<file path="config.mk">
export PLATFORM = sky130hd
export DESIGN_NAME = temp_bank_flat
export DESIGN_NICKNAME = d
export VERILOG_FILES = /design/src/rsa_pkg.sv /design/src/bank_if.sv /design/src/temp_bank.sv /design/src/flat_wrapper.sv
export VERILOG_INCLUDE_DIRS = /design/src /design/src/src
export SDC_FILE = /design/constraint.sdc
export NUM_CORES = 2
export LEC_CHECK = 0
export BUFFER_PORTS_ARGS = -buffer_cell sky130_fd_sc_hd__buf_2
export CORE_MARGIN = 3
export CORE_UTILIZATION = 57
export DETAILED_ROUTE_END_ITERATION = 12
export GPL_ROUTABILITY_DRIVEN = 1
export PLACE_DENSITY = 0.84
export SYNTH_ARGS = -nofsm -noshare
export SYNTH_HDL_FRONTEND = slang
export SYNTH_SLANG_ARGS = --single-unit
export TNS_END_PERCENT = 5
</file>
<file path="constraint.sdc">
create_clock -name clk -period 6.16 [get_ports clk]
set_clock_uncertainty 0.2 [all_clocks]
set_input_delay 0.616 -clock clk [delete_from_list [all_inputs] [get_ports clk]]
set_output_delay 0.616 -clock clk [all_outputs]
set_load 0.02 [all_outputs]
</file>
<file path="src/rsa_cfg.svh">
`ifndef RSA_CFG_SVH
`define RSA_CFG_SVH

// array edge size and number of bank lanes
`define RSA_N 4

// element width in bits
`define RSA_DW 16

// words in each bank region
`define RSA_WORDS 4

// region codes in the upper two bits of a word address
`define RSA_REGION_A 2'd0
`define RSA_REGION_B 2'd1
`define RSA_REGION_M 2'd2
`define RSA_REGION_C 2'd3

// cycles after the last feed until the far corner cell has accumulated
`define RSA_DRAIN_CYCLES (2 * (`RSA_N - 1) + 1)

`endif

</file>
<file path="src/rsa_pkg.sv">
`default_nettype none

`include "rsa_cfg.svh"

package rsa_pkg;

  // one array element, wraps modulo 2^16
  typedef logic signed [`RSA_DW-1:0] elem_t;

  // one bank word, lane n holds element n
  typedef elem_t [`RSA_N-1:0] row_t;

  // {region, word}
  typedef logic [$clog2(4 * `RSA_WORDS)-1:0] word_addr_t;

  // {region, word, lane}
  typedef logic [$clog2(4 * `RSA_WORDS * `RSA_N)-1:0] host_addr_t;

  typedef logic [`RSA_N-1:0] lane_mask_t;

  typedef logic [$clog2(`RSA_N)-1:0] row_sel_t;

  typedef enum logic [2:0] {
    IDLE,
    LOAD_M,
    FEED,
    DRAIN,
    STORE_C
  } seq_state_e;

endpackage

`default_nettype wire

</file>
<file path="src/bank_if.sv">
`default_nettype none
`timescale 1ns/10ps

// one port of the temporary bank
interface bank_if import rsa_pkg::*; ();

  // request side
  logic       en;
  lane_mask_t we;
  word_addr_t addr;
  row_t       wdata;

  // read data, valid one cycle after a read request
  row_t       rdata;

  // sequencer side
  modport master (
    output en, we, addr, wdata,
    input  rdata
  );

  // storage side
  modport bank (
    input  en, we, addr, wdata,
    output rdata
  );

endinterface

`default_nettype wire

</file>
<file path="src/temp_bank.sv">
`default_nettype none
`timescale 1ns/10ps

`include "rsa_cfg.svh"

module temp_bank import rsa_pkg::*; (
  input  logic clk,
  bank_if.bank port_a,
  bank_if.bank port_b
);

  localparam int DEPTH = 4 * `RSA_WORDS;

  // four regions of RSA_WORDS rows each
  row_t mem [0:DEPTH-1];

  // both ports in one process so the array has a single writer
  // port b lands last on a same-word collision, which the sequencer never issues
  always_ff @(posedge clk) begin
    // port a, per-lane masked write
    for (int l = 0; l < `RSA_N; l++) begin
      if (port_a.en && port_a.we[l]) begin
        mem[port_a.addr][l] <= port_a.wdata[l];
      end
    end
    // port b, per-lane masked write
    for (int l = 0; l < `RSA_N; l++) begin
      if (port_b.en && port_b.we[l]) begin
        mem[port_b.addr][l] <= port_b.wdata[l];
      end
    end
  end

  // synchronous reads
  // rdata holds its last value between reads
  always_ff @(posedge clk) begin
    if (port_a.en && (port_a.we == '0)) begin
      port_a.rdata <= mem[port_a.addr];
    end
  end

  always_ff @(posedge clk) begin
    if (port_b.en && (port_b.we == '0)) begin
      port_b.rdata <= mem[port_b.addr];
    end
  end

endmodule

`default_nettype wire
</file>
<file path="src/flat_wrapper.sv">
// flat-port wrapper written by rule: the top's interface ports become plain ports
module temp_bank_flat import rsa_pkg::*;
  (clk, port_a_en, port_a_we, port_a_addr, port_a_wdata, port_a_rdata, port_b_en, port_b_we, port_b_addr, port_b_wdata, port_b_rdata);
  bank_if port_a_i ();
  bank_if port_b_i ();
  input  logic clk;
  input wire logic [$bits(port_a_i.en)-1:0] port_a_en;
  input wire logic [$bits(port_a_i.we)-1:0] port_a_we;
  input wire logic [$bits(port_a_i.addr)-1:0] port_a_addr;
  input wire logic [$bits(port_a_i.wdata)-1:0] port_a_wdata;
  output wire logic [$bits(port_a_i.rdata)-1:0] port_a_rdata;
  input wire logic [$bits(port_b_i.en)-1:0] port_b_en;
  input wire logic [$bits(port_b_i.we)-1:0] port_b_we;
  input wire logic [$bits(port_b_i.addr)-1:0] port_b_addr;
  input wire logic [$bits(port_b_i.wdata)-1:0] port_b_wdata;
  output wire logic [$bits(port_b_i.rdata)-1:0] port_b_rdata;
  assign port_a_i.en = port_a_en;
  assign port_a_i.we = port_a_we;
  assign port_a_i.addr = port_a_addr;
  assign port_a_i.wdata = port_a_wdata;
  assign port_a_rdata = port_a_i.rdata;
  assign port_b_i.en = port_b_en;
  assign port_b_i.we = port_b_we;
  assign port_b_i.addr = port_b_addr;
  assign port_b_i.wdata = port_b_wdata;
  assign port_b_rdata = port_b_i.rdata;
  temp_bank u_core (.clk(clk), .port_a(port_a_i), .port_b(port_b_i));
endmodule
</file>
==> results.cfg <==
[run_status]
status = finished, violations left
violations = max-capacitance violations

[yosys]
synth-adder-area-share_pct = 0
yosys.area_share.xor_xnor_pct = 0
muxShareOfSynthArea_pct = 36.3
ys_seq_area_share_pct = 54.5
syn_inst = 3660
ys_seq_elements = 1152
synth_compound_area_share_pct = 3.61
synthesis.area_um2 = 63500
synth_cell_types = 34
synth_top_family_by_area = multiplexers
yosysWarnings = 0
yosys.area_share.simple_pct = 2.53
synth.top_cell.area_share_pct = 54.5
syn_avg_cell_area_um2 = 17.3
netlist.top_cell.by_area = edfxtp_1
synthTopCellsByArea = edfxtp_1 (54%), mux4_2 (18%), mux2_2 (18%)
syn-num-nets = 3807

[floorplanning]
die_area_um2 = 115000
fp-row-count = 121
start_util_pct = 57.9
io_pins = 275
fp.coreArea_um2 = 110000
die_w_um = 340
chipHeight_um = 340

[power_and_ir_drop]
p_per_area_nw_per_um2 = 256
leakage_nw = 22.8
ir_drop_mv = 0.266

[global_routing]
grt_max_degree = 132
track_usage_pct = 31.6
grt_antenna_before_repair = 33
grt_pass1_wl_um = 269000
grt_pass1_vias = 40386
globalRouteOverflowTotal = 0

[drt]
wl_met2_um = 86900
wire_per_inst_um = 34.7
vias_per_cell = 7.32
wl_met1_um = 66000
num_vias = 39012
antenna_left = 0
top_layer_used = met5
first_iter_violations = 4923
drc = 0
dr.pass1.iters = 8
routed-wl-met3_um = 23300
wl_um = 185000

[sta]
tns_ns = 0
slew-limit-headroom_pct = 0.937
period_needed_ns = 3.63
holdWs_ns = 0.226
maxSlewViolCount = 0
fmax_mhz = 276
hold_viol = 0
rsz0062_at_grt = false
finalSetupViolations = 0
tightest_slew_ns = 1.48
fin_crit_sh_pct = 58.9

[critical_path]
crit_fanout = 88
worstPathArrival_ns = 3.74
crit_type = in2reg
end_kind = flop
worstPathRequired_ns = 6.27
startpoint_type = input port

[place]
dp_hpwl_um = 107000
port_buffers = 274
place_area_um2 = 65900
gp_congestion = 0.833

[run]
timing.max_cap.violations = 1

[final_layout]
final_cell_mix = edfxtp_1 (1,152), mux2_2 (1,023), mux4_2 (512)
final_nets = 3883
fin_area_um2 = 69700
drive_gt1_share_pct = 57.1
syn2layout_area_growth_pct = 9.76
fin_util_pct = 63.6
layout_commonest_cell = edfxtp_1

[clocking]
clock_sinks = 1152
cts_setup_buffers = 0
postCtsHoldBufs = 0
max-clock-path-buffers = 3
clkTransAtPathRegs_ns = 0.06
cts_buffers = 119
cts-htree-levels = 3
ctsResizeCount = 0
clk_latency_ns = 0.72
cts_tree = yes
clock-root-buffer = clkbuf_16

[hold_path]
min_path_type = in2reg
## through the flow
stage / setup WS, ns / std cells / power (mW)
CTS: 2.55 / 5307 / 17.9
floorplan: 0.242 / 3660 / 10.3
global placement: 1.89 / 5091 / 10.8
detailed placement: 1.87 / 5091 / 10.9
finish: 2.53 / 5327 / 17.9
global route: 2.49 / 5315 / 18.3
## final cells by class
cell class                 instances  area [µm²]
sequential                      1152       34600
clock inverter                    72         633
multi-input combinational       2106       27300
antenna                           20        50.0
tap                             1476        1850
timing repair buffer             357        2120
fill                            7568       39900
clock buffer                     144        3110
## cells in the mapped netlist (all sizes together)
cell and n:
a22oi 256, and2 5, and3 6, and4bb 1
buf 206, clkbuf 196, edfxtp 1152, mux2 1024
mux4 512, nand2 137, nand2b 10, nand3 42
nand4 9, nand4b 2, nor2 19, nor2b 9
nor3 8, o21ai 39, o21bai 13, o22ai 12
or2 1, or3 1
## metal layers
metal / vias to the layer above / track usage, %
li1: 15440 / -
met1: 20078 / 41.8
met2: 2921 / 49.0
met3: 549 / 9.66
met4: 24 / 13.7
met5: - / 0
## final timing paths
path                                    startpoint                 endpoint  slack [ns]  depth (start not counted)
worst max-delay path                port_b_addr[1]         u_core.mem[6][9]        2.53                          4
worst min-delay path              port_a_wdata[45]        u_core.mem[1][45]        0.23                          2
worst max register to register  u_core.mem[10][31]  u_core.port_b.rdata[31]        4.27                          3
worst min register to register    u_core.mem[4][4]   u_core.port_b.rdata[4]        0.58                          3
## flip-flops by register name, indices dropped and copies added, names as in the netlist
name and cells:
u_core.mem 1024, u_core.port_a.rdata 64, u_core.port_b.rdata 64
## logic make-up after synthesis
group | Yosys count
multiplexers | 1536
flip-flops | 1152
buffers and inverters | 402
AO/OA/AOI/OAI | 320
AND/OR/NAND/NOR | 250
## worst max-delay path, stage by stage
cell and delay [ns]:
buf_8 0.56, nor2b_2 0.97, nand3_2 0.77, o21ai_2 0.73
## report_power, final
part / leakage (nW) / total, mW / switching (mW) / internal (mW)
combinational: 10.5 / 1.84 / 1.02 / 0.824
clock: 1.83 / 7.09 / 3.07 / 4.03
sequential: 10.5 / 8.92 / 0.0809 / 8.84
total: 22.8 / 17.9 / 4.17 / 13.7
(Power assumes the default switching activity.)
