[src/rsa_cfg.svh]
`ifndef RSA_CFG_SVH
`define RSA_CFG_SVH

// array edge size and number of bank lanes
`define RSA_N 4

// element width in bits
`define RSA_DW 16

// words in each bank region
`define RSA_WORDS 4

// region codes in the upper two bits of a word address
`define RSA_REGION_A 2'd0
`define RSA_REGION_B 2'd1
`define RSA_REGION_M 2'd2
`define RSA_REGION_C 2'd3

// cycles after the last feed until the far corner cell has accumulated
`define RSA_DRAIN_CYCLES (2 * (`RSA_N - 1) + 1)

`endif

[src/rsa_pkg.sv]
`default_nettype none

`include "rsa_cfg.svh"

package rsa_pkg;

  // one array element, wraps modulo 2^16
  typedef logic signed [`RSA_DW-1:0] elem_t;

  // one bank word, lane n holds element n
  typedef elem_t [`RSA_N-1:0] row_t;

  // {region, word}
  typedef logic [$clog2(4 * `RSA_WORDS)-1:0] word_addr_t;

  // {region, word, lane}
  typedef logic [$clog2(4 * `RSA_WORDS * `RSA_N)-1:0] host_addr_t;

  typedef logic [`RSA_N-1:0] lane_mask_t;

  typedef logic [$clog2(`RSA_N)-1:0] row_sel_t;

  typedef enum logic [2:0] {
    IDLE,
    LOAD_M,
    FEED,
    DRAIN,
    STORE_C
  } seq_state_e;

endpackage

`default_nettype wire

[src/bank_if.sv]
`default_nettype none
`timescale 1ns/10ps

// one port of the temporary bank
interface bank_if import rsa_pkg::*; ();

  // request side
  logic       en;
  lane_mask_t we;
  word_addr_t addr;
  row_t       wdata;

  // read data, valid one cycle after a read request
  row_t       rdata;

  // sequencer side
  modport master (
    output en, we, addr, wdata,
    input  rdata
  );

  // storage side
  modport bank (
    input  en, we, addr, wdata,
    output rdata
  );

endinterface

`default_nettype wire

[src/stage_sequencer.sv]
`default_nettype none
`timescale 1ns/10ps

`include "rsa_cfg.svh"

module stage_sequencer import rsa_pkg::*; (
  input  logic       clk,
  input  logic       i_rst_n,
  // stage handshake
  input  logic       i_stage_val,
  output logic       o_stage_rdy,
  output logic       o_done,
  // host request port
  input  logic       i_host_wr,
  input  logic       i_host_rd,
  input  host_addr_t i_host_addr,
  input  elem_t      i_host_wdata,
  output logic       o_rd_val,
  // array control
  input  row_t       i_c_row,
  output logic       o_feed_val,
  output logic       o_acc_load,
  output row_sel_t   o_row_sel,
  // bank ports
  bank_if.master     port_a,
  bank_if.master     port_b
);

  localparam int DRAIN_W = $clog2(`RSA_DRAIN_CYCLES + 1);

  seq_state_e         state_q;
  row_sel_t           cnt_q;
  logic [DRAIN_W-1:0] drain_q;
  logic               cnt_last;
  logic               host_wr_ok;
  logic               host_rd_ok;
  row_sel_t           load_row_q;
  row_sel_t           host_lane;
  word_addr_t         host_word;

  assign cnt_last    = (cnt_q == row_sel_t'(`RSA_WORDS - 1));
  assign o_stage_rdy = (state_q == IDLE);
  // last C row goes into the bank on this edge
  assign o_done      = (state_q == STORE_C) && cnt_last;

  // host only gets the bank while idle, write wins over read
  assign host_wr_ok = o_stage_rdy && i_host_wr;
  assign host_rd_ok = o_stage_rdy && i_host_rd && !i_host_wr;
  assign host_lane  = i_host_addr[$bits(row_sel_t)-1:0];
  assign host_word  = i_host_addr[$bits(host_addr_t)-1 -: $bits(word_addr_t)];

  // main FSM
  always_ff @(posedge clk) begin
    if (!i_rst_n) begin
      state_q <= IDLE;
      cnt_q   <= '0;
      drain_q <= '0;
    end else begin
      case (state_q)
        IDLE: begin
          cnt_q <= '0;
          if (i_stage_val) begin
            state_q <= LOAD_M;
          end
        end
        LOAD_M: begin
          cnt_q <= cnt_q + 1'b1;
          if (cnt_last) begin
            state_q <= FEED;
          end
        end
        FEED: begin
          cnt_q   <= cnt_q + 1'b1;
          drain_q <= '0;
          if (cnt_last) begin
            state_q <= DRAIN;
          end
        end
        DRAIN: begin
          // first cycle covers the read latency of the last feed word
          drain_q <= drain_q + 1'b1;
          if (drain_q == DRAIN_W'(`RSA_DRAIN_CYCLES)) begin
            state_q <= STORE_C;
          end
        end
        STORE_C: begin
          cnt_q <= cnt_q + 1'b1;
          if (cnt_last) begin
            state_q <= IDLE;
          end
        end
        default: state_q <= IDLE;
      endcase
    end
  end

  // bank data shows up one cycle after the read
  always_ff @(posedge clk) begin
    if (!i_rst_n) begin
      o_feed_val <= 1'b0;
      o_acc_load <= 1'b0;
      o_rd_val   <= 1'b0;
    end else begin
      o_feed_val <= (state_q == FEED);
      o_acc_load <= (state_q == LOAD_M);
      o_rd_val   <= host_rd_ok;
    end
  end

  // row that the returning M word belongs to
  always_ff @(posedge clk) begin
    load_row_q <= cnt_q;
  end

  // preload row while loading, readout row while storing
  assign o_row_sel = o_acc_load ? load_row_q : cnt_q;

  // bank port requests
  always_comb begin
    port_a.en    = 1'b0;
    port_a.we    = '0;
    port_a.addr  = '0;
    port_a.wdata = '0;
    port_b.en    = 1'b0;
    port_b.we    = '0;
    port_b.addr  = '0;
    port_b.wdata = '0;
    case (state_q)
      IDLE: begin
        if (host_wr_ok || host_rd_ok) begin
          port_a.en   = 1'b1;
          port_a.addr = host_word;
        end
        if (host_wr_ok) begin
          // element on every lane, mask picks the one lane
          port_a.we    = lane_mask_t'(1) << host_lane;
          port_a.wdata = {`RSA_N{i_host_wdata}};
        end
      end
      LOAD_M: begin
        port_a.en   = 1'b1;
        port_a.addr = {`RSA_REGION_M, cnt_q};
      end
      FEED: begin
        // column k of A and row k of B
        port_a.en   = 1'b1;
        port_a.addr = {`RSA_REGION_A, cnt_q};
        port_b.en   = 1'b1;
        port_b.addr = {`RSA_REGION_B, cnt_q};
      end
      STORE_C: begin
        port_b.en    = 1'b1;
        port_b.we    = '1;
        port_b.addr  = {`RSA_REGION_C, cnt_q};
        port_b.wdata = i_c_row;
      end
      default: begin
      end
    endcase
  end

endmodule

`default_nettype wire

[src/flat_wrapper.sv]
// flat-port wrapper written by rule: the top's interface ports become plain ports
module stage_sequencer_flat import rsa_pkg::*;
  (clk, i_rst_n, i_stage_val, o_stage_rdy, o_done, i_host_wr, i_host_rd, i_host_addr, i_host_wdata, o_rd_val, i_c_row, o_feed_val, o_acc_load, o_row_sel, port_a_en, port_a_we, port_a_addr, port_a_wdata, port_a_rdata, port_b_en, port_b_we, port_b_addr, port_b_wdata, port_b_rdata);
  bank_if port_a_i ();
  bank_if port_b_i ();
  input  logic clk;
  input  logic i_rst_n;
  input  logic i_stage_val;
  output logic o_stage_rdy;
  output logic o_done;
  input  logic i_host_wr;
  input  logic i_host_rd;
  input  host_addr_t i_host_addr;
  input  elem_t i_host_wdata;
  output logic o_rd_val;
  input  row_t i_c_row;
  output logic o_feed_val;
  output logic o_acc_load;
  output row_sel_t o_row_sel;
  output wire logic [$bits(port_a_i.en)-1:0] port_a_en;
  output wire logic [$bits(port_a_i.we)-1:0] port_a_we;
  output wire logic [$bits(port_a_i.addr)-1:0] port_a_addr;
  output wire logic [$bits(port_a_i.wdata)-1:0] port_a_wdata;
  input wire logic [$bits(port_a_i.rdata)-1:0] port_a_rdata;
  output wire logic [$bits(port_b_i.en)-1:0] port_b_en;
  output wire logic [$bits(port_b_i.we)-1:0] port_b_we;
  output wire logic [$bits(port_b_i.addr)-1:0] port_b_addr;
  output wire logic [$bits(port_b_i.wdata)-1:0] port_b_wdata;
  input wire logic [$bits(port_b_i.rdata)-1:0] port_b_rdata;
  assign port_a_en = port_a_i.en;
  assign port_a_we = port_a_i.we;
  assign port_a_addr = port_a_i.addr;
  assign port_a_wdata = port_a_i.wdata;
  assign port_a_i.rdata = port_a_rdata;
  assign port_b_en = port_b_i.en;
  assign port_b_we = port_b_i.we;
  assign port_b_addr = port_b_i.addr;
  assign port_b_wdata = port_b_i.wdata;
  assign port_b_i.rdata = port_b_rdata;
  stage_sequencer u_core (.clk(clk), .i_rst_n(i_rst_n), .i_stage_val(i_stage_val), .o_stage_rdy(o_stage_rdy), .o_done(o_done), .i_host_wr(i_host_wr), .i_host_rd(i_host_rd), .i_host_addr(i_host_addr), .i_host_wdata(i_host_wdata), .o_rd_val(o_rd_val), .i_c_row(i_c_row), .o_feed_val(o_feed_val), .o_acc_load(o_acc_load), .o_row_sel(o_row_sel), .port_a(port_a_i), .port_b(port_b_i));
endmodule
[config.mk]
export PLATFORM = sky130hd
export DESIGN_NAME = stage_sequencer_flat
export DESIGN_NICKNAME = d
export VERILOG_FILES = /design/src/rsa_pkg.sv /design/src/bank_if.sv /design/src/stage_sequencer.sv /design/src/flat_wrapper.sv
export VERILOG_INCLUDE_DIRS = /design/src /design/src/src
export SDC_FILE = /design/constraint.sdc
export NUM_CORES = 1
export LEC_CHECK = 0
export BUFFER_PORTS_ARGS = -buffer_cell sky130_fd_sc_hd__buf_2
export CAP_MARGIN = 15
export CORE_AREA = 2 2 145 147
export DETAILED_ROUTE_END_ITERATION = 12
export DIE_AREA = 0 0 147 149
export GPL_ROUTABILITY_DRIVEN = 0
export PLACE_DENSITY = 0.44
export SETUP_SLACK_MARGIN = 0.3
export SKIP_LAST_GASP = 1
export SLEW_MARGIN = 10
export SYNTH_ARGS = -nofsm -noshare
export SYNTH_HDL_FRONTEND = slang
export SYNTH_SLANG_ARGS = --single-unit
[constraint.sdc]
create_clock -name clk -period 2.8 [get_ports clk]
set_clock_uncertainty 0.1 [all_clocks]
set_input_delay 0.42 -clock clk [delete_from_list [all_inputs] [get_ports clk]]
set_output_delay 0.42 -clock clk [all_outputs]
set_load 0.03 [all_outputs]
==> summary.txt, run 1 <==
Floorplanning
  • Starting Density: 8.192%
  • Die Y-Extent: 149 µm
  • Core area: 20560 µm²
  • Top-level I/O count: 372
  • FP Rows: 53
  • Die area: 21900 µm²
  • Die X: 147 µm

Job
  • Max cap viols: 0

Route
  • DR vias/cell: 3.110
  • Total Wirelength: 8.227 mm
  • DRC viols: 0
  • Initial DRC Count: 24
  • TritonRoute pass-1 iters: 3
  • Vias: 2127
  • Antenna viol nets, final: 0
  • Average wire per standard cell: 12.03 µm

CTS
  • Post-CTS setup buffers: 0
  • CTS Hold Bufs: 0
  • CTS Buffer Depth: 2
  • TritonCTS Buffers: 3
  • CTS root buffer: clkbuf_16
  • Clock slew at reported path FFs: 50 ps
  • H-tree levels: 1
  • Clock Latency Late Sink: 250 ps
  • CTS tree: done
  • Clk sink count: 13

Cells and area
  • Area delta synth->final: 72.88%
  • Nets: 632
  • Register area: 261.5 µm²
  • # fillers: 2388
  • Share of cells above drive strength 1: 63.08%
  • ANT cells: 0
  • Area of the multi-input gates: 958.4 µm²

Worst setup path
  • Slowest CP cell: dfxtp_2
  • Critical path required time: 2280 ps
  • Critical path type: reg2out
  • CP Capture Point: port_a_wdata[16]
  • CP peak stage delay: 390 ps
  • Crit path cell chain: buf_4 > nor4b_4 > buf_6 > and2_1 > buf_2
  • R2R Path Start: u_core.state_q[0]
  • Reg-to-reg endpoint: u_core.cnt_q[0]
  • R2R depth: 3
  • Crit Path Max Fanout: 17
  • Crit path from: u_core.state_q[1]
  • CP Data Arrival Time: 1800 ps
  • Flop-to-flop setup slack: 1290 ps
  • CP Launch Type: register
  • Setup crit end kind: output port

STA
  • Tcrit/Tclk final: 82.89%
  • Final hold viol count: 0
  • Worst Hold Slack: 321.7 ps
  • Fin. max-slew vios: 0
  • Post-Route Setup TNS: 0 ps
  • Max Freq: 430.8 MHz
  • Worst Max-Slew Pin Slew: 555.8 ps
  • Setup Viol. Count Final: 0
  • Slew headroom: 62.89%
  • RSZ-0062 raised after global routing: no
  • Final min period: 2321 ps

Power and ir drop
  • Worst IR drop on VDD: 0.1001 mV
  • Power share of the clock group: 35.5%
  • Leak: 1.767 nW
  • Net Sw Frac: 37.77%
  • P_sw: 0.3020 mW
  • Comb power frac: 39.3%
  • Internal power: 0.4976 mW
  • Pwr Density: 274.6 nW/µm²
  • Seq pwr share: 25.2%

Yosys
  • Main synth FF type: dfxtp_1
  • Register bit total from synthesis: 13
  • Syn_nets: 445
  • Post-synth EDFFs: 0
  • Sequential area share after synthesis: 15.45%
  • Syn Area/Cell: 7.552 µm²
  • Synth warn: 0
  • Post-Synthesis Cells: 223
  • Async set-reset flop share out of synthesis: 0%
  • Yosys cell types: 35
  • Mapped Area: 1684 µm²

Global route
  • First-pass GRT wire length: 11.06 mm
  • Initial antenna violation count: 0
  • Largest net degree at the start of global routing: 40
  • GRT Util Overall: 7.064%
  • Number of global-route vias before repair: 1858
  • Total grt overflow: 0

Worst hold path
  • Min-delay worst type: reg2reg

Run status
  • Status: completed

Placement
  • Number of port buffers: 243
  • Post-DP HPWL: 7.437 mm
[power by group through the flow]
stage / Combinational (mW) / Sequential (mW) / Clock (mW)
floorplan: 0.237 / 0.201 / 0
global placement: 0.318 / 0.205 / 0
detailed placement: 0.318 / 0.205 / 0
CTS: 0.320 / 0.201 / 0.294
global route: 0.335 / 0.202 / 0.298
finish: 0.314 / 0.201 / 0.284
[layout by cell type, fill, tap and decap left out, types with 2 or more instances in the layout]
cell type / instances
buf_2: 243
and2_1: 84
dfxtp_1: 12
nand2_1: 6
nand3_1: 5
buf_4: 5
nor3b_1: 4
nor2b_1: 4
a21boi_0: 4
nor2_1: 3
nand2b_1: 3
ha_1: 3
clkbuf_16: 3
nor3_1: 2
a21o_1: 2
a22o_1: 2
a211oi_1: 2
nand4b_1: 2
[critical path: cells and delay by family, from the launching register on]
kind	cells	cell delay, ps
DFF	1	390
and+or+nand+nor	2	530
buffers and inverters	3	620
[flip-flops by register name, summed over array words and instances, names as in the netlist]
register and count:
u_core.state_q 3, u_core.o_rd_val 1, u_core.drain_q 3, u_core.o_acc_load 1
u_core.o_feed_val 1, u_core.cnt_q 2, u_core.load_row_q 2
[area by class of cell]
| class | count | area share (%) |
|---|---|---|
| inverters | 1 | 0.1289 |
| well taps | 275 | 11.82 |
| flip-flops and latches | 13 | 8.982 |
| multi-input cells | 142 | 32.92 |
| clock buffers | 4 | 2.707 |
| repair buffers | 249 | 43.45 |
[cell usage after synthesis, types with 2 or more instances]
cell      count  share of area, %
a211oi_1      2              0.89
a21boi_0      4               1.8
a21o_1        2              0.89
a22o_1        2               1.0
and2_1       84                31
buf_2         4               1.2
buf_4        57                25
clkbuf_1      5               1.1
dfxtp_1      13                15
ha_1          3               2.2
nand2_1       6               1.3
nand2b_1      3               1.1
nand3_1       5               1.5
nand4b_1      2               1.0
nor2_1        3              0.67
nor2b_1       4               1.5
nor3_1        2              0.59
nor3b_1       4               1.8
o21a_1        2              0.89
[layer usage]
metal / up-vias / GRT usage, % / part of all wire, %
li1: 1029 / - / -
met3: 6 / 3.303 / 16
met1: 896 / 6.341 / 34
met2: 196 / 13.78 / 49
met5: - / 0 / 0
met4: 0 / 2.596 / 1.5
[through the flow]
stage	util (%)	setup WS (ps)	area, µm²	total power, mW	std cells
after global placement	13.75	524.6	2826	0.5229	680
after CTS	14.16	313.9	2910	0.8148	684
after global routing	14.16	314.6	2912	0.8345	684
after detailed placement	13.75	531.5	2826	0.5233	680
final	14.16	479.0	2912	0.7996	684
after floorplan	-	454.3	1684	0.4378	223
[timing repair]
item                                   4_1_cts  5_1_grt
gates resized for setup                      2        1
setup endpoints to repair                   16        3
endpoints found under the hold margin        0        0
[worst min-delay path by stage]
stage | from | end | cells past startpoint
finish | u_core.cnt_q[0] | u_core.load_row_q[0] | 0
global route | u_core.cnt_q[0] | u_core.load_row_q[0] | 0
CTS | u_core.cnt_q[0] | u_core.load_row_q[0] | 0
detailed placement | u_core.cnt_q[0] | u_core.load_row_q[0] | 0
global placement | u_core.cnt_q[0] | u_core.load_row_q[0] | 0
floorplan | u_core.cnt_q[0] | u_core.load_row_q[0] | 0
[cells by family after synthesis]
logic type | after synthesis | synth area share (%)
xor gates and xnor gates | 2 | 1.040
adders and majority gates | 4 | 2.823
buffers and inverters | 68 | 28.23
DFF | 13 | 15.45
and+or+nand+nor | 120 | 45.02
AOI/OAI and AO/OA | 15 | 6.760
muxes | 1 | 0.6686
(Power assumes the default switching activity.)
==> run 2: changes to the inputs <==
CORE_AREA = 2 2 146 148   (was 2 2 145 147)
DIE_AREA = 0 0 148 150   (was 0 0 147 149)
clock period = 2.31 ns   (was 2.8 ns; I/O delays follow)
==> run 2 against run 1 <==
Via count up 6.0%. Worst setup slack worse by 170 ps. Global-route usage up 1.3 points. Die area up 1.4%. First-iteration DRC count rose to 3.1 times the previous value. Non-clock buffer count up 22. Total power up 37%. Critical path type unchanged. Largest cell class unchanged. Register-to-register slack worse by 500 ps.
==> summary.txt, run 2 (same netlist as run 1, synthesis figures left out) <==
STA
  • Fin. max-slew vios: 0 (unchanged)
  • Worst Max-Slew Pin Slew: 239.3 ps (-316.5 ps)
  • Tcrit/Tclk final: 86.74%
  • Post-Route Setup TNS: 0 ps (unchanged)
  • Slew headroom: 84.01% (+21 points)
  • Final hold viol count: 0 (unchanged)
  • Worst Hold Slack: 294.3 ps (-27.40 ps)
  • RSZ-0062 raised after global routing: yes
  • Setup Viol. Count Final: 0 (unchanged)
  • Final min period: 2004 ps
  • Max Freq: 499.1 MHz

Power and ir drop
  • Leak: 2.131 nW (+21%)
  • Net Sw Frac: 35.20% (-2.6 points)
  • Power share of the clock group: 29.9% (-5.6 points)
  • Comb power frac: 48.2% (+8.9 points)
  • Internal power: 0.7076 mW (+42%)
  • Tot Pwr: 1.092 mW (+37%)
  • Worst IR drop on VDD: 0.2947 mV (+190%)
  • Seq pwr share: 21.9% (-3.3 points)
  • Pwr Density: 257.1 nW/µm² (-6.4%)
  • P_sw: 0.3843 mW (+27%)

Placement
  • Number of port buffers: 243 (unchanged)
  • Post-DP HPWL: 7.447 mm (+0.13%)
  • Placed inst area: 2835 µm² (+0.31%)

Worst setup path
  • Setup crit end kind: output port
  • Critical path type: reg2out
  • Crit Path Max Fanout: 9 (-8)
  • Flop-to-flop setup slack: 790 ps (-500 ps)
  • R2R Path Start: u_core.state_q[2]
  • R2R depth: 6 (+3)
  • Reg-to-reg endpoint: u_core.cnt_q[0]
  • CP Data Arrival Time: 1560 ps (-240 ps)
  • CP Launch Type: register
  • Critical path required time: 1860 ps (-420 ps)

Run status
  • Status: completed

Cells and area
  • Most frequent cells in the layout: buf_6, buf_2, and2_4
  • Non-Filler Cell Area, Final: 4247 µm² (+46%)
  • ANT cells: 0 (unchanged)
  • Largest registers: u_core.drain_q x3, u_core.state_q x3
  • Area delta synth->final: 152.2%
  • Final Core Density: 20.52% (+6.4 points)
  • Nets: 654 (+3.5%)
  • Commonest non-fill, non-tap cell in the layout: buf_6
  • Share of cells above drive strength 1: 78.89% (+16 points)

Route
  • Initial DRC Count: 75 (+210%)
  • DR vias/cell: 3.193 (+2.7%)
  • TritonRoute pass-1 iters: 4 (+1)
  • Antenna viol nets, final: 0 (unchanged)
  • Average wire per standard cell: 15.29 µm (+27%)
  • DRC viols: 0 (unchanged)
  • Total Wirelength: 10.80 mm (+31%)
  • Vias: 2254 (+6.0%)

CTS
  • CTS tree: done
  • H-tree levels: 1 (unchanged)
  • Clock Latency Late Sink: 240 ps (about the same)
  • CTS Buffer Depth: 2 (unchanged)
  • Clock slew at reported path FFs: 50 ps (about the same)
  • Clk sink count: 13 (unchanged)
  • CTS root buffer: clkbuf_16
  • TritonCTS Buffers: 3 (unchanged)

Worst hold path
  • Hold depth: 2 (+2)
  • Min-delay worst type: in2reg
  • Hold EP: u_core.o_rd_val
  • Hold path start: i_host_rd

Floorplanning
  • Die X: 148 µm (+0.68%)
  • Core area: 20690 µm² (+0.65%)
  • Top-level I/O count: 372 (unchanged)
  • Starting Density: 8.140% (-0.053 points)
  • FP Rows: 53 (unchanged)
  • Die area: 22200 µm² (+1.4%)
  • Die Y-Extent: 150 µm (+0.67%)

Global route
  • Number of global-route vias before repair: 2045 (+10%)
  • GRT Util Overall: 8.375% (+1.3 points)
  • First-pass GRT wire length: 13.38 mm (+21%)
  • Initial antenna violation count: 1 (+1)
  • Largest net degree at the start of global routing: 19 (-53%)
  • Total grt overflow: 0 (unchanged)

Job
  • Max cap viols: 0 (unchanged)
## run 2: changes by cell type in the layout (fill, tap and decap cells not counted), sizes merged
cell    previous run  this run
buf              249       267
clkbuf             4         8
## run 2: layer usage
layer  up-vias  track usage, %  share of wire, %
met5         -               0             0.065
met4         2           1.190              0.70
met3         6           3.140               8.6
met2       143           13.19                47
met1      1028           11.14                43
li1       1075               -                 -
## run 2: power by group through the flow
stage | clock [mW] | sequential, mW | combinational [mW]
finish | 0.326 | 0.240 | 0.526
global route | 0.350 | 0.241 | 0.555
CTS | 0.339 | 0.240 | 0.474
detailed placement | 0 | 0.247 | 0.385
global placement | 0 | 0.247 | 0.385
floorplan | 0 | 0.244 | 0.288
## run 2: what timing repair did
action / CTS / global route
gates cloned: 6 / 5
setup buffers: 9 / 3
setup endpoints to repair: 136 / 138
gates resized for setup: 164 / 203
pin swaps: 2 / 15
hold buffers: 0 / 0
## run 2: worst max path at each step
stage | from | end | slack (ps) | depth (start not counted)
finish | u_core.state_q[1] | port_b_wdata[62] | 310 | 6
global route | u_core.state_q[1] | port_b_wdata[57] | 240 | 6
CTS | u_core.state_q[1] | port_b_wdata[42] | 250 | 6
detailed placement | u_core.state_q[0] | port_b_wdata[0] | 350 | 4
global placement | u_core.state_q[0] | port_b_wdata[0] | 350 | 4
floorplan | u_core.state_q[0] | port_a_wdata[22] | 310 | 5
## run 2: critical path, cell delays in order (launching register included)
cell and delay [ps]:
dfxtp_4 370, nor3b_4 190, buf_6 150, buf_12 140
clkbuf_16 160, and2_4 160, buf_6 130
## run 2: final cells by class
type	instances	area, µm²
Fill cell	2288	16440
Timing Repair Buffer	271	2419
Multi-Input combinational cell	142	1132
Tap cell	275	344.1
Sequential cell	13	269.0
Clock buffer	4	78.83
Inverter	1	3.754
## run 2: metrics by stage
| step | setup slack [ps] | std cells |
|---|---|---|
| 3_3_place_gp | 347.6 | 679 |
| 5_1_grt | 240.4 | 706 |
| 3_5_place_dp | 350.1 | 679 |
| 4_1_cts | 247.6 | 698 |
| 2_1_floorplan | 309.8 | 223 |
| 6_report | 306.3 | 706 |
