$ cat config.mk
export PLATFORM = sky130hd
export DESIGN_NAME = operand_skew
export DESIGN_NICKNAME = d
export VERILOG_FILES = /design/src/rsa_pkg.sv /design/src/operand_skew.sv
export VERILOG_INCLUDE_DIRS = /design/src /design/src/src
export SDC_FILE = /design/constraint.sdc
export NUM_CORES = 1
export LEC_CHECK = 0
export BUFFER_PORTS_ARGS = -buffer_cell sky130_fd_sc_hd__buf_2
export CORE_MARGIN = 4
export CORE_UTILIZATION = 35
export CTS_CLUSTER_SIZE = 10
export DETAILED_ROUTE_END_ITERATION = 10
export PLACE_DENSITY = 0.58
export SKIP_LAST_GASP = 1
export SLEW_MARGIN = 0
export SYNTH_ARGS = -nofsm -noshare
export SYNTH_HDL_FRONTEND = slang
export SYNTH_SLANG_ARGS = --single-unit
$ cat constraint.sdc
create_clock -name clk -period 0.8 [get_ports clk]
set_input_delay 0.08 -clock clk [delete_from_list [all_inputs] [get_ports clk]]
set_output_delay 0.08 -clock clk [all_outputs]
set_load 0.01 [all_outputs]
$ cat src/rsa_cfg.svh
`ifndef RSA_CFG_SVH
`define RSA_CFG_SVH

// array edge size and number of bank lanes
`define RSA_N 4

// element width in bits
`define RSA_DW 16

// words in each bank region
`define RSA_WORDS 4

// region codes in the upper two bits of a word address
`define RSA_REGION_A 2'd0
`define RSA_REGION_B 2'd1
`define RSA_REGION_M 2'd2
`define RSA_REGION_C 2'd3

// cycles after the last feed until the far corner cell has accumulated
`define RSA_DRAIN_CYCLES (2 * (`RSA_N - 1) + 1)

`endif

$ cat src/rsa_pkg.sv
`default_nettype none

`include "rsa_cfg.svh"

package rsa_pkg;

  // one array element, wraps modulo 2^16
  typedef logic signed [`RSA_DW-1:0] elem_t;

  // one bank word, lane n holds element n
  typedef elem_t [`RSA_N-1:0] row_t;

  // {region, word}
  typedef logic [$clog2(4 * `RSA_WORDS)-1:0] word_addr_t;

  // {region, word, lane}
  typedef logic [$clog2(4 * `RSA_WORDS * `RSA_N)-1:0] host_addr_t;

  typedef logic [`RSA_N-1:0] lane_mask_t;

  typedef logic [$clog2(`RSA_N)-1:0] row_sel_t;

  typedef enum logic [2:0] {
    IDLE,
    LOAD_M,
    FEED,
    DRAIN,
    STORE_C
  } seq_state_e;

endpackage

`default_nettype wire

$ cat src/operand_skew.sv
`default_nettype none
`timescale 1ns/10ps

`include "rsa_cfg.svh"

module operand_skew import rsa_pkg::*; (
  input  logic             clk,
  input  logic             i_rst_n,
  input  logic             i_val,
  input  row_t             i_row,
  output row_t             o_row,
  output logic [`RSA_N-1:0] o_val
);

  // staircase, lane n is n+1 registers deep
  for (genvar n = 0; n < `RSA_N; n++) begin : g_lane
    elem_t      dly_q [0:n];
    logic [n:0] vld_q;

    // data chain
    always_ff @(posedge clk) begin
      dly_q[0] <= i_row[n];
      for (int s = 1; s <= n; s++) begin
        dly_q[s] <= dly_q[s-1];
      end
    end

    // valid travels with its element
    always_ff @(posedge clk) begin
      if (!i_rst_n) begin
        vld_q <= '0;
      end else begin
        vld_q[0] <= i_val;
        for (int s = 1; s <= n; s++) begin
          vld_q[s] <= vld_q[s-1];
        end
      end
    end

    assign o_row[n] = dly_q[n];
    assign o_val[n] = vld_q[n];
  end

endmodule

`default_nettype wire

==> impl.org, run 1 <==
** Outcome
- The run finished, with violations left.
- The checks that failed: setup timing.

** Timing
- Maximum clock rate :: 973 MHz
- Headroom to the max-slew limit came out at 81.2%.
- Setup repair after global routing missed its margin :: true
- Worst Max-Slew Pin Slew :: 281 ps
- Final setup violating endpoints :: 68
- For the final database, setup skew stands at 3.37 ps.
- Final hold analysis gives a worst-case slack of 200 ps.
- In the finished design, the share of the clock period the worst path needs comes to 128%.
- Hold violation count in the final report :: 0
- The final-report max-slew violation count was 0.
- After layout, the worst setup slack is -228 ps.
- Post-layout min period :: 1030 ps
- Adding up every negative setup slack in the final design gives -14390 ps.

** Worst setup path
- The endpoint identified for the worst register-to-register timing path is g_lane[3].vld_q[2].
- Worst Path Required :: 720 ps
- Along the worst path, the maximum fanout reaches 1.
- Slowest cell on the critical path :: sky130_fd_sc_hd__dfxtp_2
- Crit path largest cell delay :: 320 ps
- Counting cells, the worst reg-to-reg path comes to 1.
- The critical path in this run is classified as flip-flop to output pin.
- Worst Setup End Kind :: output pin
- Kind of launch point of the worst setup path :: flip-flop
- At the worst endpoint, the arrival time is 950 ps.
- Buffers plus inverters on the worst setup path :: 1
- In this run the critical register-to-register path is launched from g_lane[3].vld_q[1].
- Chain of cells forming the critical path :: buf_6
- The setup check on the worst reg-to-reg path leaves a slack of 220 ps.
- Broken down by cell family, the worst path's largest delay share belongs to flip-flops.

** Die
- Die outline width :: 109 um
- I/O pin count :: 135
- The core region is 9820 sq um.
- The floorplan step defined a die boundary enclosing 11800 sq um.
- Once the floorplan was initialized, standard cells occupied 36.2% of the core.
- Measured along the y axis, the die boundary spans 109 um.
- Std-Cell Rows :: 36

** GRT
- After global routing the overflow that remains totals 0.
- Via count of the first global-routing pass :: 2025
- Number of antenna violations at the first check in global routing :: 0
- First-pass GRT wire length :: 8850 um
- Maximum number of pins on one net before global-route repair :: 17
- Global routing used 10.2% of the available tracks.

** Synthesis
- Cell type contributing the most total cell area after synthesis :: sky130_fd_sc_hd__dfxtp_1
- During synthesis, Yosys emitted a total of 0 warnings.
- Fraction of synthesis flops using an asynchronous set or reset pin :: 0%
- Counting every instance in the synthesized netlist gives 201.
- By count the netlist is led by sky130_fd_sc_hd__dfxtp_1 (164), sky130_fd_sc_hd__buf_4 (33), sky130_fd_sc_hd__and2_1 (4).
- Among all cell types in the netlist, the one instantiated most often is sky130_fd_sc_hd__dfxtp_1.
- The number of nets handed over by synthesis was 268.
- Counting flops and latches in the post-synthesis netlist gives 164.
- Top_reg_cell synth :: sky130_fd_sc_hd__dfxtp_1
- Dividing the synthesized area by the synthesized cell count gives 17.7 sq um.
- Counting flops with a built-in enable in the synthesized netlist gives 0.
- Fraction of the yosys area taken by sequential cells :: 92.3%
- The synthesized netlist occupies a cell area of 3560 sq um.
- The top cell type by area accounts for 92.3% of the synthesized area.
- Top post-synthesis cells by area :: sky130_fd_sc_hd__dfxtp_1 (92%), sky130_fd_sc_hd__buf_4 (7.0%), sky130_fd_sc_hd__and2_1 (0.70%)
- In this run, distinct cell masters in the synthesized netlist total 3.

** Detailed routing
- Via total after detailed routing :: 1905
- Antenna viol nets, final :: 0
- The detailed router put a total of 2050 um of wire on met1.
- The first detailed-routing pass ran for 2 iterations.
- Wire segments on met3 add up to 720 um in the final route.
- Dividing the detail-routed via count by the number of cells gives 3.57.
- After detailed routing, the number of remaining DRC violations is 0.
- Signal routing reaches up to met4.
- First-iteration detailed-routing DRC count :: 28
- Met2 Routed Length :: 2840 um
- Final WL :: 5730 um
- In the final routed layout, each cell accounts on average for 10.8 um.

** CTS
- Master cell of the clock root buffer :: sky130_fd_sc_hd__clkbuf_8
- Clock slew at the register clock pins of the worst setup and hold paths :: 60 ps
- In this run the deepest clock path goes through 2 buffers.
- TritonCTS Buffers :: 17
- Sinks on Clock Net :: 164
- At the later pin of the worst-skew pair, clock insertion delay measures 510 ps.
- Clock tree from TritonCTS :: done
- The clock tree synthesis step divided the H-tree into 4 levels.

** Cells and area
- Layout-stage area growth over the synthesis result :: 58.0%
- Footprint of the multi-input gates :: 25.0 sq um
- Filler instances :: 787
- Antenna Diode Count :: 0
- Design area :: 5620 sq um
- Share of layout cells above drive strength 1 :: 48.0%
- The final layout contains 454 nets.
- Summing all flip-flop and latch instances after layout gives 3320 sq um.

** Placement
- Timing analysis after detailed placement gives a worst setup slack of 247 ps.
- Summed over all nets, the half-perimeter wirelength after detailed placement is 3480 um.
- Final estimated routing congestion in global placement :: 0.589
- Summing all placed instances gives a cell area of 4150 sq um.
- Count of input and output buffers :: 134

** Min path
- Source of the worst hold timing path :: i_row[25]
- Tightest Hold Check Type :: input pin to flip-flop
- For hold timing, the worst endpoint is g_lane[1].dly_q[0][9].
- Hold path cells :: 2

** Pwr
- In this run the static leakage power is 2.54 nW.
- The design draws 17.5 mW.
- The worst-case IR drop observed on VDD is 1.46 mV.
- Total power per unit cell area :: 3110 nW/um^2

** Flow run
- Across the run, the number of max-cap violations was 0.
-- timing repair --
action | CTS | global route
setup buffers | 0 | 0
hold buffers | 66 | 0
resized for setup | 10 | 46
endpoints found under the setup margin | 68 | 68
pin swaps | 0 | 0
hold endpoints to repair | 68 | 0
-- stage by stage --
stage | util (%) | std cells
after CTS | 55.4 | 533
after global placement | 42.2 | 435
after global routing | 57.2 | 533
after detailed placement | 42.2 | 435
after floorplan | - | 201
final | 57.2 | 533
-- worst max path at each step --
stage | from | end | slack (ps) | cells past startpoint
2_1_floorplan | g_lane[3].vld_q[1] | g_lane[3].vld_q[2] | 220 | 1
3_3_place_gp | g_lane[1].vld_q[0] | g_lane[3].vld_q[1] | 260 | 1
3_5_place_dp | g_lane[3].vld_q[1] | g_lane[3].vld_q[2] | 250 | 1
4_1_cts | g_lane[3].vld_q[2] | o_val[2] | -270 | 1
5_1_grt | g_lane[3].vld_q[3] | o_val[3] | -280 | 1
6_report | g_lane[3].vld_q[3] | o_val[3] | -230 | 1
-- where the power goes --
part / internal, mW / switching, mW
logic: 0.517 / 0.241
registers: 8.62 / 0.106
clock network: 4.93 / 3.04
total: 14.1 / 3.38
-- cell type report --
cell class / instances / share of cell area (%)
well taps: 133 / 2.96
multi-input cells: 4 / 0.446
clock buffers: 21 / 8.00
clock inverters: 11 / 2.70
repair buffers: 200 / 26.8
flip-flops and latches: 164 / 59.1
-- state kept, by name (all words and copies together), names as in the netlist --
name,cells
g_lane.vld_q,4
g_lane.dly_q,160
-- cell families (layout without fill, tap and decap cells) --
| group | Yosys count | after routing | share of synthesized area [%] |
|---|---|---|---|
| AND/OR/NAND/NOR | 4 | 4 | 0.704 |
| flip-flops | 164 | 164 | 92.3 |
| buffers and inverters | 33 | 232 | 6.97 |
-- placed cells by master (no fill, tap or decap), drive strengths merged --
cell	Yosys	final
dlygate4sd3	0	66
clkbuf	0	21
clkinv	0	3
inv	0	1
and2	4	4
clkinvlp	0	4
bufinv	0	3
dfxtp	164	164
buf	33	134
-- metal layers --
layer | vias up | track usage, %
li1 | 958 | -
met1 | 839 | 9.66
met2 | 94 | 17.0
met3 | 14 | 5.86
met4 | 0 | 6.49
met5 | - | 0
Power figures use the tool's default switching activity.
==> run 2, diff against run 1 <==
--- a/config.mk
+++ b/config.mk
@@ -11,7 +11,7 @@
 export CORE_UTILIZATION = 35
 export CTS_CLUSTER_SIZE = 10
 export DETAILED_ROUTE_END_ITERATION = 10
-export PLACE_DENSITY = 0.58
+export PLACE_DENSITY = 0.61
 export SKIP_LAST_GASP = 1
 export SLEW_MARGIN = 0
 export SYNTH_ARGS = -nofsm -noshare
==> constraint.sdc (replaced) <==
create_clock -name clk -period 0.9 [get_ports clk]
set_input_delay 0.09 -clock clk [delete_from_list [all_inputs] [get_ports clk]]
set_output_delay 0.09 -clock clk [all_outputs]
set_load 0.01 [all_outputs]
==> run 2 against run 1 <==
Against the previous run:
- register-to-register slack better by 90 ps
- wire length is 3.3% higher
- clock skew is 4.3 ps higher
- power shrank 11%
- the flow still finishes with violations (setup timing)
- global-route usage increased by 0.094 points
- largest cell class unchanged
- via count is 1.5% higher
==> impl.org, run 2 (synthesis results as in run 1) <==
** Outcome
- Outcome :: complete, but fails checks
- The final reports fail on setup timing.

** CTS
- Clock tree from TritonCTS :: done
- Clock-pin slew was measured on the worst setup and hold paths at 70 ps.
- H-tree depth reported by CTS :: 4
- Clk buf depth :: 2
- The number of clock buffers added by TritonCTS is 17.
- The number of setup buffers added after CTS is 0.
- Insertion delay to the later sink of the worst-skew pair :: 490 ps
- Clock tree synthesis found a total of 164 sinks.
- Clock tree synthesis selected as its root buffer the cell sky130_fd_sc_hd__clkbuf_8.

** Timing
- Maximum clock rate :: 969 MHz
- The smallest clock period supported by the final layout is computed as 1030 ps.
- For the pin with the worst max-slew slack, the measured transition is 263 ps.
- Setup tns final :: -7150 ps
- The worst pin sits at a relative slew slack of 82.5%.
- Hold violation count in the final report :: 0
- Smallest hold slack :: 228 ps
- After layout, the worst setup slack is -132 ps.
- Dividing the final minimum period by the clock period gives 115%.
- Setup violations remaining at the end of the flow were counted as 68.
- Post-route clock skew :: 7.68 ps
- Count of pins over their slew limit :: 0
- Setup repair after global routing missed its margin :: true

** Die
- Die Ht :: 109 um
- The floorplan step defined a die boundary enclosing 11800 sq um.
- Std-Cell Rows :: 36
- The floorplan step set the die width to 109 um.
- I/O pin count :: 135
- The total area inside the core boundary comes to 9820 sq um.
- The initial utilization of the core area, before any placement, comes to 36.2%.

** Cells and area
- Commonest non-fill, non-tap cell in the layout :: sky130_fd_sc_hd__dfxtp_1
- The largest registers in the layout are g_lane.dly_q (160), g_lane.vld_q (4).
- Number of nets in the finished design :: 454
- Flip-flop count of the largest register after layout :: 160
- Leading cell types in the layout, fill and taps excluded :: sky130_fd_sc_hd__dfxtp_1 (131), sky130_fd_sc_hd__buf_2 (101), sky130_fd_sc_hd__dlygate4sd3_1 (66)
- Antenna Diode Count :: 0
- After filler insertion, the fill cell instance count of the layout stands at 787.
- In the final layout, the share of cells above drive strength 1 is 49.3%.
- Largest register by flop count :: g_lane.dly_q
- After routing the design area is 5660 sq um.
- Relative to the synthesized area, the layout overhead comes to 59.1%.

** Detailed routing
- After detailed routing, the number of remaining DRC violations is 0.
- After detailed routing, the number of vias per cell comes to 3.63.
- The routed design has 5930 um of wire.
- After the first detailed-routing iteration, the DRC count stood at 45.
- Before antenna repair, the detailed router went through 3 iterations.
- Via total after detailed routing :: 1933
- The detail route stage leaves a number of antenna-violating nets equal to 0.
- In the final routed layout, each cell accounts on average for 11.1 um.

** Worst setup path
- Crit path largest cell delay :: 320 ps
- Along the worst path, the maximum fanout reaches 1.
- The critical path goes through buf_2.
- Data on the critical path arrives at its endpoint at 940 ps.
- Setup slack on the worst reg-to-reg path comes out at 310 ps.
- Worst Setup End Kind :: output pin
- Worst Path Required :: 810 ps
- Slowest cell on the critical path :: sky130_fd_sc_hd__dfxtp_1
- Measured in cells, the most critical reg-to-reg path has a length of 1.
- The endpoint identified for the worst register-to-register timing path is g_lane[3].vld_q[1].
- The setup path with the least slack is of type flip-flop to output pin.
- Crit Reg-Reg Startpoint :: g_lane[1].vld_q[0]
- The worst setup path is launched from a flip-flop.
- CP delay by family, top :: flip-flops
- The number of buffers and inverters on the critical path is 1.

** Placement
- Instance area at placement :: 4150 sq um
- HPWL reported at the end of detailed placement :: 3420 um
- Final estimated routing congestion in global placement :: 0.677
- Count of input and output buffers :: 134

** GRT
- Aggregate global-route resource usage :: 10.3%
- Maximum number of pins on one net before global-route repair :: 17
- The number of antenna violations at the first check in global routing is 0.
- First-pass GRT wire length :: 9100 um
- The total overflow left after global routing is 0.
- Via count of the first global-routing pass :: 2083

** Min path
- Hold path cells :: 2
- The min-delay analysis places its worst path in the category input pin to flip-flop.
- Source of the worst hold timing path :: i_row[13]
- Worst Hold End :: g_lane[0].dly_q[0][13]

** Flow run
- Max-cap violations in this run came to 0.

** Pwr
- Total power per unit cell area :: 2750 nW/um^2
- The worst-case IR drop observed on VDD is 1.92 mV.
- Pwr Total :: 15.6 mW
- Leakage :: 2.56 nW
## run 2: cell count changes in the layout (fill, tap and decap cells not counted), sizes merged
cell | previous run | this run
inv | 1 | 4
clkinvlp | 4 | 2
clkbuf | 21 | 20
## run 2: worst max path at each step
stage | from | end | slack [ps] | cells past startpoint
5_1_grt | g_lane[2].dly_q[0][35] | o_row[35] | -190 | 1
3_3_place_gp | g_lane[1].vld_q[0] | g_lane[3].vld_q[1] | 360 | 1
4_1_cts | g_lane[3].vld_q[3] | o_val[3] | -170 | 1
3_5_place_dp | g_lane[1].vld_q[0] | g_lane[3].vld_q[1] | 340 | 1
6_report | g_lane[2].dly_q[0][35] | o_row[35] | -130 | 1
2_1_floorplan | g_lane[3].vld_q[1] | g_lane[3].vld_q[2] | 320 | 1
## run 2: stage by stage
step                std cells  utilization, %  setup WS, ps
floorplan                 201               -           324
global placement          435            42.2           362
detailed placement        435            42.2           337
CTS                       533            55.6          -166
global route              533            57.6          -194
finish                    533            57.6          -132
## run 2: per-layer routing
metal	share of wire, %	wire length, um	track usage, %
met2	53	3140	17.8
met5	0	0	0
met3	10	596	6.45
met1	36	2130	9.86
met4	0.93	55	4.06
## run 2: what timing repair did
action / CTS / global route
endpoints found under the hold margin: 68 / 0
pin swaps: 0 / 0
hold buffers: 66 / 0
setup endpoints to repair: 68 / 68
resized for setup: 15 / 52
## run 2: power breakdown
part	total, mW	leakage, nW	internal (mW)	switching [mW]
Sequential	7.76	1.38	7.66	0.0985
Clock	7.09	0.289	4.36	2.73
Combinational	0.695	0.884	0.473	0.222
## run 2: area by class of cell
class / count / area [sq um] / area share, %
clock inverter: 12 / 169 / 2.99
tap: 133 / 166 / 2.94
sequential: 164 / 3320 / 58.8
clock buffer: 20 / 435 / 7.70
timing repair buffer: 200 / 1540 / 27.2
multi-input combinational: 4 / 25.0 / 0.442
==> run 3, diff against run 2 <==
--- a/config.mk
+++ b/config.mk
@@ -12,6 +12,7 @@
 export CTS_CLUSTER_SIZE = 10
 export DETAILED_ROUTE_END_ITERATION = 10
 export PLACE_DENSITY = 0.61
+export RECOVER_POWER = 100
 export SKIP_LAST_GASP = 1
 export SLEW_MARGIN = 0
 export SYNTH_ARGS = -nofsm -noshare
==> run 3 against run 2 <==
Against the previous run:
- count of clock-buffer cells in the layout did not move
- sequential power is essentially flat
- fmax unchanged
- largest cell class unchanged
- the flow still finishes with violations (setup timing)
- largest power group unchanged
- wire length hardly changed
- highest routed layer unchanged
==> impl.org, run 3 (synthesis results as in run 1) <==
** Outcome
- The run finished, with violations left.
- Violations in the final reports :: setup timing

** Cells and area
- After filler insertion, the fill cell instance count of the layout stands at 789.
- For this run, the post-layout net count is 454.
- More flip-flops sit in one register than any other, and that register is g_lane.dly_q.
- 0 antenna diodes ended up in the layout.
- The post-route netlist has 48.8% of its cells at a drive strength greater than 1.
- The library cell used most frequently in the layout, excluding fill and tap cells, is sky130_fd_sc_hd__dfxtp_1.
- Summing all multi-input logic gate instances after layout gives 25.0 sq um.
- The register with the most flip-flops in the layout has 160 of them.
- For this run, the number of standard cells in the final layout without fillers is 533.
- Relative to the synthesized area, the layout overhead comes to 59.0%.
- Area occupied by registers :: 3320 sq um
- The library cells used most frequently in the layout, excluding fill and tap cells, are sky130_fd_sc_hd__dfxtp_1 (131), sky130_fd_sc_hd__buf_2 (99), sky130_fd_sc_hd__dlygate4sd3_1 (66).
- Largest registers in the final layout :: g_lane.dly_q (160), g_lane.vld_q (4)

** Detailed routing
- The detailed router put a total of 2140 um of wire on met1.
- First drt pass iteration count :: 3
- In the final routed layout, each cell accounts on average for 11.1 um.
- Across all layers, the routed design uses 1934 vias.
- Summed over all nets, wire length on met3 after detailed routing comes to 596 um.
- Met2 Routed Length :: 3140 um
- The first routing iteration left 45 violations.
- Highest metal layer with signal wires :: met4
- Final WL :: 5930 um
- Via-per-instance ratio :: 3.63
- Antenna viol nets, final :: 0
- For this run, design rule violations remaining after detail routing come to 0.

** CTS
- Counting along the longest clock path gives a buffer depth of 2.
- The clock drives 164 sinks.
- In this run the post-CTS setup repair buffer count came out at 0.
- The tree is rooted in a sky130_fd_sc_hd__clkbuf_8.
- H-tree depth reported by CTS :: 4
- TritonCTS built the clock tree.
- Clock slew at the register clock pins of the worst setup and hold paths :: 70 ps
- In this run, CTS created clock tree buffers numbering 17.
- Insertion delay to the later sink of the worst-skew pair :: 490 ps

** Min path
- Tightest Hold Check Type :: input pin to flip-flop
- The worst hold path was traced through 2 stages.

** Die
- During I/O placement, the number of pins put on the boundary was 135.
- The core region is 9820 sq um.
- Die outline width :: 109 um
- Die area :: 11800 sq um
- Die Ht :: 109 um
- For this configuration, the core starts out at a cell density of 36.2%.
- Std-Cell Rows :: 36

** Placement
- The count of buffers added on input and output ports is 134.
- Final estimated routing congestion in global placement :: 0.677
- HPWL reported at the end of detailed placement :: 3420 um
- Once placement completed, the tool counted placed cells totaling 435.

** Worst setup path
- For the worst setup path, the data required time is 810 ps.
- Slowest cell on the critical path :: sky130_fd_sc_hd__dfxtp_1
- Along the worst path, the maximum fanout reaches 1.
- WS Path Type :: flip-flop to output pin
- Buffers plus inverters on the worst setup path :: 1
- Traced cell by cell, the critical path runs through buf_2.
- The largest single stage delay on the critical path is 320 ps.
- The number of cells on the worst reg-to-reg path is 1.
- In this design, the largest share of critical-path delay is due to flip-flops.
- STA classifies the critical path startpoint as a flip-flop.
- STA puts the critical path data arrival time at 940 ps.
- In this run the number of cells on the critical path is 1.
- The worst setup path is captured at an output pin.

** Timing
- Maximum clock rate :: 969 MHz
- Headroom to the max-slew limit came out at 82.5%.
- After layout, the worst path uses 115% of the clock period.
- Post-route clock skew :: 7.68 ps
- For the finished layout, the period the worst path requires is 1030 ps.
- Final worst slack :: -132 ps
- Smallest hold slack :: 228 ps
- Final setup violating endpoints :: 68
- At the pin with the least slew margin, the transition time is 263 ps.
- Setup repair after global routing could not meet its margin everywhere.
- The final-report hold violation count is 0.
- Count of pins over their slew limit :: 0

** GRT
- Maximum number of pins on one net before global-route repair :: 17
- First-pass GRT wire length :: 9100 um
- The number of antenna violations at the first check in global routing is 0.
- Aggregate global-route resource usage :: 10.3%
- Via count of the first global-routing pass :: 2083
- Total congestion overflow :: 0

** Pwr
- For this design the ratio of total power to cell area is 2750 nW/um^2.
- VDD sags by at most 1.92 mV.
- Summed over all cells, the static leakage comes to 2.55 nW.

** Flow run
- Max-cap violations :: 0
## run 3: layout make-up
| cell class | instances | share of cell area (%) |
|---|---|---|
| Clock buffer | 20 | 7.70 |
| Tap cell | 133 | 2.94 |
| Clock inverter | 12 | 2.99 |
| Multi-Input combinational cell | 4 | 0.442 |
| Timing Repair Buffer | 200 | 27.1 |
| Sequential cell | 164 | 58.8 |
## run 3: worst paths after layout
kind	start	endpoint	slack [ps]
setup reg to reg	g_lane[1].vld_q[0]	g_lane[3].vld_q[1]	310
setup / recovery	g_lane[2].dly_q[0][35]	o_row[35]	-130
hold reg to reg	g_lane[3].dly_q[1][3]	g_lane[3].dly_q[2][3]	320
hold / removal	i_row[13]	g_lane[0].dly_q[0][13]	230
## run 3: power breakdown
group / internal (mW) / switching, mW / leakage [nW]
Clock: 4.36 / 2.73 / 0.289
Sequential: 7.66 / 0.0985 / 1.38
Combinational: 0.472 / 0.222 / 0.879
Total: 12.5 / 3.05 / 2.55
## run 3: metrics by stage
stage | setup TNS (ps) | area, sq um | util, % | setup WS [ps] | total power [mW]
after floorplan | 0 | 3560 | - | 324 | 8.07
after detailed placement | 0 | 4150 | 42.2 | 337 | 8.28
after global routing | -11650 | 5660 | 57.6 | -194 | 16.2
final | -7150 | 5660 | 57.6 | -132 | 15.6
after CTS | -10080 | 5460 | 55.6 | -166 | 15.7
after global placement | 0 | 4150 | 42.2 | 362 | 8.26
## run 3: repair_timing
action / in CTS / in global routing
gates resized for setup: 15 / 52
hold buffers: 66 / 0
endpoints found under the setup margin: 68 / 68
endpoints found under the hold margin: 68 / 0
## run 3: layer usage
| metal | GRT usage [%] | vias up |
|---|---|---|
| met5 | 0 | - |
| met4 | 4.06 | 0 |
| met3 | 6.45 | 5 |
| met2 | 17.8 | 89 |
| met1 | 9.86 | 882 |
| li1 | - | 958 |
